File: src/hdl/fl_cfg_pkg.sv
package fl_cfg_pkg;

  // Pointer and list sizes
  localparam int PTR_W     = 5;
  localparam int NUM_PTR   = 16;
  localparam int RAM_AW    = 4;
  localparam int RAM_DEPTH = 16;

  // Free count runs from 0 up to NUM_PTR
  localparam int CNT_W = 5;

  // RAM read pipeline depth
  localparam int RD_LAT = 2;

  // Enough entries to keep pops going while reads are in flight
  localparam int PF_DEPTH = RD_LAT + 2;

  typedef logic [PTR_W-1:0] fl_ptr_t;

  typedef logic [CNT_W-1:0] fl_cnt_t;

  typedef logic [RAM_AW-1:0] fl_idx_t;

endpackage

File: src/hdl/fl_cpu_pkg.sv
package fl_cpu_pkg;

  // Address is {region, ram index}
  localparam int CPU_AW = 5;
  localparam int CPU_DW = 8;

  // Region bit values, cpu_addr[CPU_AW-1]
  localparam logic REG_FREECNT = 1'b0;
  localparam logic REG_ENTRY   = 1'b1;

  // One data word, seen as the free count or as a pointer
  typedef union packed {
    struct packed {
      logic [CPU_DW-fl_cfg_pkg::CNT_W-1:0] pad;
      fl_cfg_pkg::fl_cnt_t                 cnt;
    } as_cnt;
    struct packed {
      logic [CPU_DW-fl_cfg_pkg::PTR_W-1:0] pad;
      fl_cfg_pkg::fl_ptr_t                 ptr;
    } as_ptr;
  } cpu_word_u;

endpackage

File: src/hdl/fl_ptr_ram.sv
`timescale 1ns/1ps

module fl_ptr_ram (
  input  logic                clk,
  input  logic                wr_en,
  input  fl_cfg_pkg::fl_idx_t wr_idx,
  input  fl_cfg_pkg::fl_ptr_t wr_ptr,
  input  logic                rd_en,
  input  fl_cfg_pkg::fl_idx_t rd_idx,
  output fl_cfg_pkg::fl_ptr_t rd_ptr
);
  import fl_cfg_pkg::*;

  fl_ptr_t mem [RAM_DEPTH];
  fl_ptr_t rd_pipe [RD_LAT];

  always_ff @(posedge clk) begin
    if (wr_en) begin
      mem[wr_idx] <= wr_ptr;
    end
  end

  // First stage loads on a read, later stages just carry the word along
  always_ff @(posedge clk) begin
    if (rd_en) begin
      rd_pipe[0] <= mem[rd_idx];
    end
    for (int i = 1; i < RD_LAT; i++) begin
      rd_pipe[i] <= rd_pipe[i-1];
    end
  end

  assign rd_ptr = rd_pipe[RD_LAT-1];

  a_idx_range: assert property (
    @(posedge clk)
    (wr_en |-> !$isunknown(wr_idx) && (int'(wr_idx) < RAM_DEPTH)) and
    (rd_en |-> !$isunknown(rd_idx) && (int'(rd_idx) < RAM_DEPTH))
  );

endmodule

File: src/hdl/fl_level_cnt.sv
`timescale 1ns/1ps

module fl_level_cnt (
  input  logic                clk,
  input  logic                rstvld,
  input  logic                init_step,
  input  logic                push,
  input  logic                rd_issue,
  input  logic                pop_take,
  output fl_cfg_pkg::fl_idx_t head_idx,
  output fl_cfg_pkg::fl_idx_t tail_idx,
  output logic                ram_empty,
  output logic                init_last,
  output fl_cfg_pkg::fl_cnt_t free_cnt
);
  import fl_cfg_pkg::*;

  fl_cnt_t ram_occ;
  logic    put;

  // Init and push both append at the tail
  assign put = init_step || push;

  assign ram_empty = (ram_occ == '0);
  assign init_last = init_step && (tail_idx == fl_idx_t'(RAM_DEPTH - 1));

  always_ff @(posedge clk) begin
    if (rstvld) begin
      head_idx <= '0;
      tail_idx <= '0;
      ram_occ  <= '0;
      free_cnt <= '0;
    end else begin
      if (put) begin
        tail_idx <= tail_idx + 1'b1;
      end
      if (rd_issue) begin
        head_idx <= head_idx + 1'b1;
      end
      // RAM occupancy drops when a read leaves for the prefetch buffer
      ram_occ  <= ram_occ + fl_cnt_t'(put) - fl_cnt_t'(rd_issue);
      // Free count drops only when a client takes a pointer
      free_cnt <= free_cnt + fl_cnt_t'(put) - fl_cnt_t'(pop_take);
    end
  end

  a_push_bound: assert property (
    @(posedge clk) disable iff (rstvld)
    push |=> (free_cnt <= fl_cnt_t'(NUM_PTR))
  );

endmodule

File: src/hdl/fl_prefetch.sv
`timescale 1ns/1ps

module fl_prefetch (
  input  logic                clk,
  input  logic                rstvld,
  input  logic                pop,
  input  logic                ready,
  input  logic                rd_allow,
  input  logic                ram_empty,
  input  fl_cfg_pkg::fl_ptr_t ram_rd_ptr,
  output logic                pop_vld,
  output fl_cfg_pkg::fl_ptr_t pop_ptr,
  output logic                pop_take,
  output logic                rd_issue,
  output logic                rd_busy
);
  import fl_cfg_pkg::*;

  fl_ptr_t                       pf_mem [PF_DEPTH];
  logic [$clog2(PF_DEPTH)-1:0]   pf_wr;
  logic [$clog2(PF_DEPTH)-1:0]   pf_rd;
  logic [$clog2(PF_DEPTH+1)-1:0] pf_cnt;
  logic [RD_LAT-1:0]             rd_tag;
  logic                          rd_land;
  int                            pf_used;

  // Slots already taken, counting reads that have not landed yet
  assign pf_used  = int'(pf_cnt) + $countones(rd_tag);
  assign rd_issue = rd_allow && !ram_empty && (pf_used < PF_DEPTH);
  assign rd_busy  = |rd_tag;
  assign rd_land  = rd_tag[RD_LAT-1];

  assign pop_vld  = pop && ready && (pf_cnt != '0);
  assign pop_take = pop_vld;
  assign pop_ptr  = pf_mem[pf_rd];

  always_ff @(posedge clk) begin
    if (rstvld) begin
      pf_wr  <= '0;
      pf_rd  <= '0;
      pf_cnt <= '0;
      rd_tag <= '0;
    end else begin
      rd_tag <= {rd_tag[RD_LAT-2:0], rd_issue};
      if (rd_land) begin
        pf_wr <= pf_wr + 1'b1;
      end
      if (pop_take) begin
        pf_rd <= pf_rd + 1'b1;
      end
      case ({rd_land, pop_take})
        2'b10:   pf_cnt <= pf_cnt + 1'b1;
        2'b01:   pf_cnt <= pf_cnt - 1'b1;
        default: pf_cnt <= pf_cnt;
      endcase
    end
  end

  // Tag reaches the end together with the RAM data
  always_ff @(posedge clk) begin
    if (rd_land) begin
      pf_mem[pf_wr] <= ram_rd_ptr;
    end
  end

  a_pf_room: assert property (
    @(posedge clk) disable iff (rstvld)
    pf_used <= PF_DEPTH
  );

endmodule

File: src/hdl/fl_ram_access.sv
`timescale 1ns/1ps

module fl_ram_access (
  input  logic                          clk,
  input  logic                          init_step,
  input  fl_cfg_pkg::fl_idx_t           tail_idx,
  input  fl_cfg_pkg::fl_idx_t           head_idx,
  input  logic                          push,
  input  fl_cfg_pkg::fl_ptr_t           push_ptr,
  input  logic                          rd_issue,
  input  logic                          cpu_go,
  input  logic                          cpu_wr,
  input  logic [fl_cpu_pkg::CPU_AW-1:0] cpu_addr,
  input  fl_cpu_pkg::cpu_word_u         cpu_wdata,
  input  fl_cfg_pkg::fl_cnt_t           free_cnt,
  input  fl_cfg_pkg::fl_ptr_t           ram_rd_ptr,
  output logic                          ram_wr_en,
  output fl_cfg_pkg::fl_idx_t           ram_wr_idx,
  output fl_cfg_pkg::fl_ptr_t           ram_wr_ptr,
  output logic                          ram_rd_en,
  output fl_cfg_pkg::fl_idx_t           ram_rd_idx,
  output fl_cpu_pkg::cpu_word_u         cpu_rdata,
  output logic                          cpu_done
);
  import fl_cfg_pkg::*;
  import fl_cpu_pkg::*;

  fl_idx_t           cpu_idx;
  logic              entry_wr;
  logic              entry_rd;
  logic              cnt_rd;
  logic [RD_LAT-1:0] cpu_tag;

  assign cpu_idx  = cpu_addr[RAM_AW-1:0];
  assign entry_wr = cpu_go && (cpu_addr[CPU_AW-1] == REG_ENTRY) && cpu_wr;
  assign entry_rd = cpu_go && (cpu_addr[CPU_AW-1] == REG_ENTRY) && !cpu_wr;
  // Count writes are acked but dropped
  assign cnt_rd   = cpu_go && (cpu_addr[CPU_AW-1] == REG_FREECNT) && !cpu_wr;

  // Write port: init first, then CPU, then push at the tail
  always_comb begin
    ram_wr_en  = init_step || push || entry_wr;
    ram_wr_idx = tail_idx;
    ram_wr_ptr = push_ptr;
    if (init_step) begin
      ram_wr_ptr = fl_ptr_t'(tail_idx);
    end else if (entry_wr) begin
      ram_wr_idx = cpu_idx;
      ram_wr_ptr = cpu_wdata.as_ptr.ptr;
    end
  end

  assign ram_rd_en  = rd_issue || entry_rd;
  assign ram_rd_idx = entry_rd ? cpu_idx : head_idx;

  always_ff @(posedge clk) begin
    cpu_tag  <= {cpu_tag[RD_LAT-2:0], entry_rd};
    cpu_done <= (cpu_go && !entry_rd) || cpu_tag[RD_LAT-1];
  end

  always_ff @(posedge clk) begin
    if (cnt_rd) begin
      cpu_rdata.as_cnt.pad <= '0;
      cpu_rdata.as_cnt.cnt <= free_cnt;
    end else if (cpu_tag[RD_LAT-1]) begin
      cpu_rdata.as_ptr.pad <= '0;
      cpu_rdata.as_ptr.ptr <= ram_rd_ptr;
    end
  end

endmodule

File: src/hdl/fl_ctrl_fsm.sv
`timescale 1ns/1ps

module fl_ctrl_fsm (
  input  logic clk,
  input  logic rstvld,
  input  logic init_last,
  input  logic cpu_req,
  input  logic cpu_entry,
  input  logic cpu_done,
  input  logic rd_busy,
  output logic init_step,
  output logic ready,
  output logic rd_allow,
  output logic cpu_go,
  output logic cpu_ack
);
  import fl_cpu_pkg::*;

  enum logic [2:0] {INIT, RUN, CPU_DRAIN, CPU_WAIT, CPU_ACK} state, state_nxt;
  logic entry_req;

  assign entry_req = (cpu_entry == REG_ENTRY);

  always_comb begin
    state_nxt = state;
    cpu_go    = 1'b0;
    case (state)
      INIT: begin
        if (init_last) begin
          state_nxt = RUN;
        end
      end
      RUN: begin
        if (cpu_req && entry_req) begin
          state_nxt = CPU_DRAIN;
        end else if (cpu_req) begin
          cpu_go    = 1'b1;
          state_nxt = CPU_WAIT;
        end
      end
      // Let the prefetch reads land before the CPU takes the RAM
      CPU_DRAIN: begin
        if (!rd_busy) begin
          cpu_go    = 1'b1;
          state_nxt = CPU_WAIT;
        end
      end
      CPU_WAIT: begin
        if (cpu_done) begin
          state_nxt = CPU_ACK;
        end
      end
      CPU_ACK: begin
        if (!cpu_req) begin
          state_nxt = RUN;
        end
      end
      default: state_nxt = INIT;
    endcase
  end

  always_ff @(posedge clk) begin
    if (rstvld) begin
      state <= INIT;
    end else begin
      state <= state_nxt;
    end
  end

  assign init_step = (state == INIT);
  assign rd_allow  = (state == RUN);
  assign cpu_ack   = (state == CPU_ACK);
  // RAM ports go to the CPU for one cycle, so no push then
  assign ready     = (state != INIT) && !(cpu_go && entry_req);

  a_ack_rise: assert property (
    @(posedge clk) disable iff (rstvld)
    $rose(cpu_ack) |-> cpu_req
  );

endmodule

File: src/hdl/fl_top.sv
`timescale 1ns/1ps

module fl_top (
  input  logic                          clk,
  input  logic                          rstvld,
  input  logic                          pop,
  output logic                          pop_vld,
  output fl_cfg_pkg::fl_ptr_t           pop_ptr,
  input  logic                          push,
  input  fl_cfg_pkg::fl_ptr_t           push_ptr,
  output fl_cfg_pkg::fl_cnt_t           free_cnt,
  output logic                          ready,
  input  logic                          cpu_req,
  input  logic                          cpu_wr,
  input  logic [fl_cpu_pkg::CPU_AW-1:0] cpu_addr,
  input  fl_cpu_pkg::cpu_word_u         cpu_wdata,
  output logic                          cpu_ack,
  output fl_cpu_pkg::cpu_word_u         cpu_rdata
);
  import fl_cfg_pkg::*;
  import fl_cpu_pkg::*;

  logic    init_step;
  logic    init_last;
  logic    rd_allow;
  logic    rd_issue;
  logic    rd_busy;
  logic    ram_empty;
  logic    pop_take;
  logic    cpu_go;
  logic    cpu_done;
  fl_idx_t head_idx;
  fl_idx_t tail_idx;
  logic    ram_wr_en;
  fl_idx_t ram_wr_idx;
  fl_ptr_t ram_wr_ptr;
  logic    ram_rd_en;
  fl_idx_t ram_rd_idx;
  fl_ptr_t ram_rd_ptr;

  fl_ctrl_fsm u_ctrl (
    .clk       (clk),
    .rstvld    (rstvld),
    .init_last (init_last),
    .cpu_req   (cpu_req),
    .cpu_entry (cpu_addr[CPU_AW-1]),
    .cpu_done  (cpu_done),
    .rd_busy   (rd_busy),
    .init_step (init_step),
    .ready     (ready),
    .rd_allow  (rd_allow),
    .cpu_go    (cpu_go),
    .cpu_ack   (cpu_ack)
  );

  fl_level_cnt u_level (
    .clk       (clk),
    .rstvld    (rstvld),
    .init_step (init_step),
    .push      (push),
    .rd_issue  (rd_issue),
    .pop_take  (pop_take),
    .head_idx  (head_idx),
    .tail_idx  (tail_idx),
    .ram_empty (ram_empty),
    .init_last (init_last),
    .free_cnt  (free_cnt)
  );

  fl_prefetch u_prefetch (
    .clk        (clk),
    .rstvld     (rstvld),
    .pop        (pop),
    .ready      (ready),
    .rd_allow   (rd_allow),
    .ram_empty  (ram_empty),
    .ram_rd_ptr (ram_rd_ptr),
    .pop_vld    (pop_vld),
    .pop_ptr    (pop_ptr),
    .pop_take   (pop_take),
    .rd_issue   (rd_issue),
    .rd_busy    (rd_busy)
  );

  fl_ram_access u_access (
    .clk        (clk),
    .init_step  (init_step),
    .tail_idx   (tail_idx),
    .head_idx   (head_idx),
    .push       (push),
    .push_ptr   (push_ptr),
    .rd_issue   (rd_issue),
    .cpu_go     (cpu_go),
    .cpu_wr     (cpu_wr),
    .cpu_addr   (cpu_addr),
    .cpu_wdata  (cpu_wdata),
    .free_cnt   (free_cnt),
    .ram_rd_ptr (ram_rd_ptr),
    .ram_wr_en  (ram_wr_en),
    .ram_wr_idx (ram_wr_idx),
    .ram_wr_ptr (ram_wr_ptr),
    .ram_rd_en  (ram_rd_en),
    .ram_rd_idx (ram_rd_idx),
    .cpu_rdata  (cpu_rdata),
    .cpu_done   (cpu_done)
  );

  fl_ptr_ram u_ram (
    .clk    (clk),
    .wr_en  (ram_wr_en),
    .wr_idx (ram_wr_idx),
    .wr_ptr (ram_wr_ptr),
    .rd_en  (ram_rd_en),
    .rd_idx (ram_rd_idx),
    .rd_ptr (ram_rd_ptr)
  );

  // A push needs the list running and a pointer actually out
  a_push_legal: assert property (
    @(posedge clk) disable iff (rstvld)
    push |-> ready && (free_cnt < fl_cnt_t'(NUM_PTR))
  );

endmodule

File: config.mk
export PLATFORM = sky130hd
export DESIGN_NAME = fl_top
export DESIGN_NICKNAME = d
export VERILOG_FILES = /design/src/hdl/fl_cfg_pkg.sv /design/src/hdl/fl_cpu_pkg.sv /design/src/hdl/fl_ptr_ram.sv /design/src/hdl/fl_level_cnt.sv /design/src/hdl/fl_prefetch.sv /design/src/hdl/fl_ram_access.sv /design/src/hdl/fl_ctrl_fsm.sv /design/src/hdl/fl_top.sv
export SDC_FILE = /design/constraint.sdc
export NUM_CORES = 1
export LEC_CHECK = 0
export BUFFER_PORTS_ARGS = -buffer_cell sky130_fd_sc_hd__buf_2
export CORE_MARGIN = 5
export CORE_UTILIZATION = 40
export CTS_CLUSTER_DIAMETER = 100
export CTS_CLUSTER_SIZE = 8
export DETAILED_ROUTE_END_ITERATION = 6
export PLACE_DENSITY_LB_ADDON = 0.2
export SLEW_MARGIN = 25
export SYNTH_ARGS = -nofsm -noshare
export SYNTH_HDL_FRONTEND = slang
export SYNTH_SLANG_ARGS = --single-unit
File: constraint.sdc
create_clock -name clk -period 6.49 [get_ports clk]
set_clock_uncertainty 0.05 [all_clocks]
set_input_delay 1.298 -clock clk [delete_from_list [all_inputs] [get_ports clk]]
set_output_delay 1.298 -clock clk [all_outputs]
set_load 0.02 [all_outputs]
==> results.md <==
* Run status: completed
* Clock transition at the register clock pins on the worst setup and hold paths after CTS at 0.06 ns
* Number of max-capacitance violations reported at 0
* Number of iterations in the first detailed-routing pass at 5
* Cell type contributing the most total cell area after synthesis: sky130_fd_sc_hd__edfxtp_1
* Most frequent cells after synthesis: sky130_fd_sc_hd__edfxtp_1, sky130_fd_sc_hd__nor2_1, sky130_fd_sc_hd__dfxtp_1
* Sinks on Clock Net at 150
* Period utilisation layout at ~55%
* Largest voltage drop on the vdd net at between 0.00015 and 0.0002 V
* Total negative setup slack at 0 ns
* Total half-perimeter wirelength after legalization and detailed placement at about 10000 µm
* Detailed-route via count at roughly 4300
* Initial Util at approximately two fifths
* Final GP Congestion at between 0.8 and 0.9
* Data required time of the worst path at 5.14 ns
* Layout overhead on the synthesized area at 13.8%
* Antenna violations before repair at 0
* Vias/cell at 5.32
* Largest net degree at the start of global routing at 33
* RSZ-0062 raised after global routing: no
* Num rows at 47
* Post-synthesis register bit count at 150
* Setup violation total in the final timing report at 0
* Net load switching power at about 510 µW
* Cell Count, Final, Fillers Out at about 810
* Peak Freq at around 280 MHz
* Max FO, Critical Path at 6
* Ratio of total power to cell area at 288 nW/µm²
* Die Y at roughly 140 µm
* Switching share of power at 22.8%
* CTS HTree Levels at 4
* Die outline width at 141 µm
* Most frequently used cell type in the post-synthesis netlist: sky130_fd_sc_hd__edfxtp_1
* Final hold violation count at 0
* Flip-flop cell with the highest count after synthesis: sky130_fd_sc_hd__edfxtp_1
* Min Clock Period, post-route at 3.60 ns
* Kind of start point of the critical path: input port
* Aggregate global routing overflow at 0
* Wire length of the first global-routing pass at ~24000 µm
* Static Leak at around 2.9 nW
* Top cell type's share of synthesized area at between 40 and 50%
* Post-synth EDFFs at 110
* Crit Path Class: input port to output port
* Average footprint of a synthesized cell at ~13 µm²
* Combinational cell fraction of total power at 8.0%
* Total standard cell area after synthesis at a little under 7000 µm²
* Part of the power in registers at between 40% and 50%
* Average wire per standard cell at approximately 18 µm
* Count of unique library cells instantiated by Yosys at 76
* Layout net count at 623
* Latest clock arrival within the worst-skew pair at ~0.42 ns
* Ports at between 40 and 50
* # diodes at 0
* Buffer depth of the longest clock path at 2
* Sum of internal, switching and leakage power at between 2 and 2.5 mW
* Core region area at between 15000 and 20000 µm²
* Die Outline Area at 19800 µm²
* Crit path DAT at around 2.3 ns
* Number of port buffers at 38
* Placement-stage worst setup slack at 2.54 ns
* Slew at the pin with the worst max-slew slack at 0.959 ns
* Proportion of power drawn by the clock network at 43.9%
* Number of slew-limit violations in the final report at 0
* Path class of the lowest-slack min-delay path: register to register
* Worst-case headroom to the max-slew limit at 35.9%
* DR iter-0 viols at 299
* CTS Hold Bufs at 0
* Internal Pwr Total at around 1.7 mW
* Post-detailed-routing wire length at ~15000 µm
* Cell chosen for the clock root: sky130_fd_sc_hd__clkbuf_16
* Antenna-violating nets left at 0
* Number of global-route vias before repair at approximately 4400
* Setup WS post-layout at between 2 and 3 ns
* Leading cell types by total area after synthesis: sky130_fd_sc_hd__edfxtp_1, sky130_fd_sc_hd__dfxtp_1, sky130_fd_sc_hd__ha_1
* TritonCTS clock tree: yes
* Cells after DPL at between 700 and 800
* Cells after synthesis at roughly 540
* Nature of the critical path endpoint: output port
* Synth warnings at 0
* Number of buffers added by the clock tree synthesis step at 17
* Fraction of final layout cells with drive strength greater than 1 at 17.5%
* Global routing usage summed across all routing layers at between 15 and 20%
* Post-CTS setup buffers at 0
* Register area share after synthesis at approximately three fifths
* Post-cts sizing count at 0
* Number of design rule violations left after detail routing at 0
* Async S/R FF share, synth at 0%
[path summary, 6_finish.rpt]
check / slack (ns) / cells after the start / endpoint / from
setup / recovery: 2.89 / 5 / pop_vld / cpu_addr[4]
hold / removal: 0.28 / 0 / u_access.cpu_tag[1] / u_access.cpu_tag[0]
setup reg to reg: 3.23 / 8 / u_ram.rd_pipe[0][2] / u_prefetch.rd_tag[1]
hold reg to reg: 0.28 / 0 / u_access.cpu_tag[1] / u_access.cpu_tag[0]
[registers in the layout, indices dropped and copies added, names as in the netlist, named ones only]
| name | flops |
|---|---|
| u_access.cpu_rdata | 5 |
| u_ctrl.state | 3 |
| u_ram.rd_pipe | 10 |
| u_prefetch.pf_cnt | 3 |
| u_level.free_cnt | 5 |
| u_prefetch.pf_rd | 2 |
| u_access.cpu_tag | 2 |
| u_level.tail_idx | 4 |
| u_ram.mem | 80 |
| u_access.cpu_done | 1 |
| u_level.head_idx | 4 |
| u_prefetch.rd_tag | 2 |
| u_prefetch.pf_mem | 20 |
| u_level.ram_occ | 5 |
| u_prefetch.pf_wr | 2 |
[placed cells by master (no fill, tap or decap), types with 6 or more instances in the layout]
| cell | Yosys | routed |
|---|---|---|
| sky130_fd_sc_hd__a31oi_1 | 10 | 9 |
| sky130_fd_sc_hd__nand3_1 | 11 | 11 |
| sky130_fd_sc_hd__a2111o_1 | 8 | 8 |
| sky130_fd_sc_hd__and3_1 | 6 | 6 |
| sky130_fd_sc_hd__mux2i_1 | 13 | 13 |
| sky130_fd_sc_hd__o21ai_0 | 6 | 6 |
| sky130_fd_sc_hd__clkbuf_16 | 0 | 20 |
| sky130_fd_sc_hd__xnor2_1 | 7 | 7 |
| sky130_fd_sc_hd__nor2_1 | 57 | 57 |
| sky130_fd_sc_hd__a211oi_1 | 10 | 10 |
| sky130_fd_sc_hd__nor2b_1 | 8 | 8 |
| sky130_fd_sc_hd__edfxtp_1 | 110 | 110 |
| sky130_fd_sc_hd__buf_2 | 7 | 38 |
| sky130_fd_sc_hd__mux2_2 | 13 | 13 |
| sky130_fd_sc_hd__dfxtp_1 | 40 | 40 |
| sky130_fd_sc_hd__inv_1 | 33 | 33 |
| sky130_fd_sc_hd__ha_1 | 20 | 20 |
| sky130_fd_sc_hd__nand2_1 | 25 | 25 |
| sky130_fd_sc_hd__a21oi_1 | 28 | 27 |
| sky130_fd_sc_hd__xor2_1 | 12 | 12 |
[metal layers]
metal | share of wire (%) | global-route usage [%]
met1 | 46 | 20.7
met2 | 48 | 25.1
met3 | 4.7 | 3.69
met4 | 1.5 | 5.41
met5 | 0 | 0
[stage by stage]
step,cell area [µm²],hold WS (ns),util (%)
detailed placement,7180,0.262,43.0
global route,7780,0.303,46.6
CTS,7780,0.277,46.6
floorplan,6840,0.260,-
finish,7780,0.277,46.6
global placement,7180,0.263,43.0
[power by group through the flow]
| stage | logic, mW | clock network (mW) | registers (mW) |
|---|---|---|---|
| 2_1_floorplan | 0.125 | 0 | 1.10 |
| 3_3_place_gp | 0.176 | 0 | 1.10 |
| 3_5_place_dp | 0.181 | 0 | 1.10 |
| 4_1_cts | 0.182 | 1.00 | 1.08 |
| 5_1_grt | 0.203 | 1.05 | 1.08 |
| 6_report | 0.180 | 0.985 | 1.08 |
[final cells by class]
cell class,count,area [µm²]
Clock buffer,23,512
Clock inverter,9,87.6
Fill cell,1537,8920
Inverter,33,124
Multi-Input combinational cell,333,2460
Sequential cell,150,4100
Tap cell,220,275
Timing Repair Buffer,41,213
[worst max-delay path, stage by stage]
cell and delay (ns):
sky130_fd_sc_hd__buf_2 0.14, sky130_fd_sc_hd__nand2_1 0.06, sky130_fd_sc_hd__a211o_1 0.33, sky130_fd_sc_hd__o311a_1 0.22
sky130_fd_sc_hd__buf_2 0.21
[cells by family after synthesis]
logic type / Yosys count / synth area share [%]
flops: 150 / 60.0
simple gates: 148 / 11.4
compound gates: 108 / 11.3
buf+inv: 62 / 4.21
mux: 32 / 6.02
fa+ha+maj: 23 / 4.54
xor+xnor: 19 / 2.43
other cells: 1 / 0.0549
No activity file was read; power rests on OpenSTA's default activity.
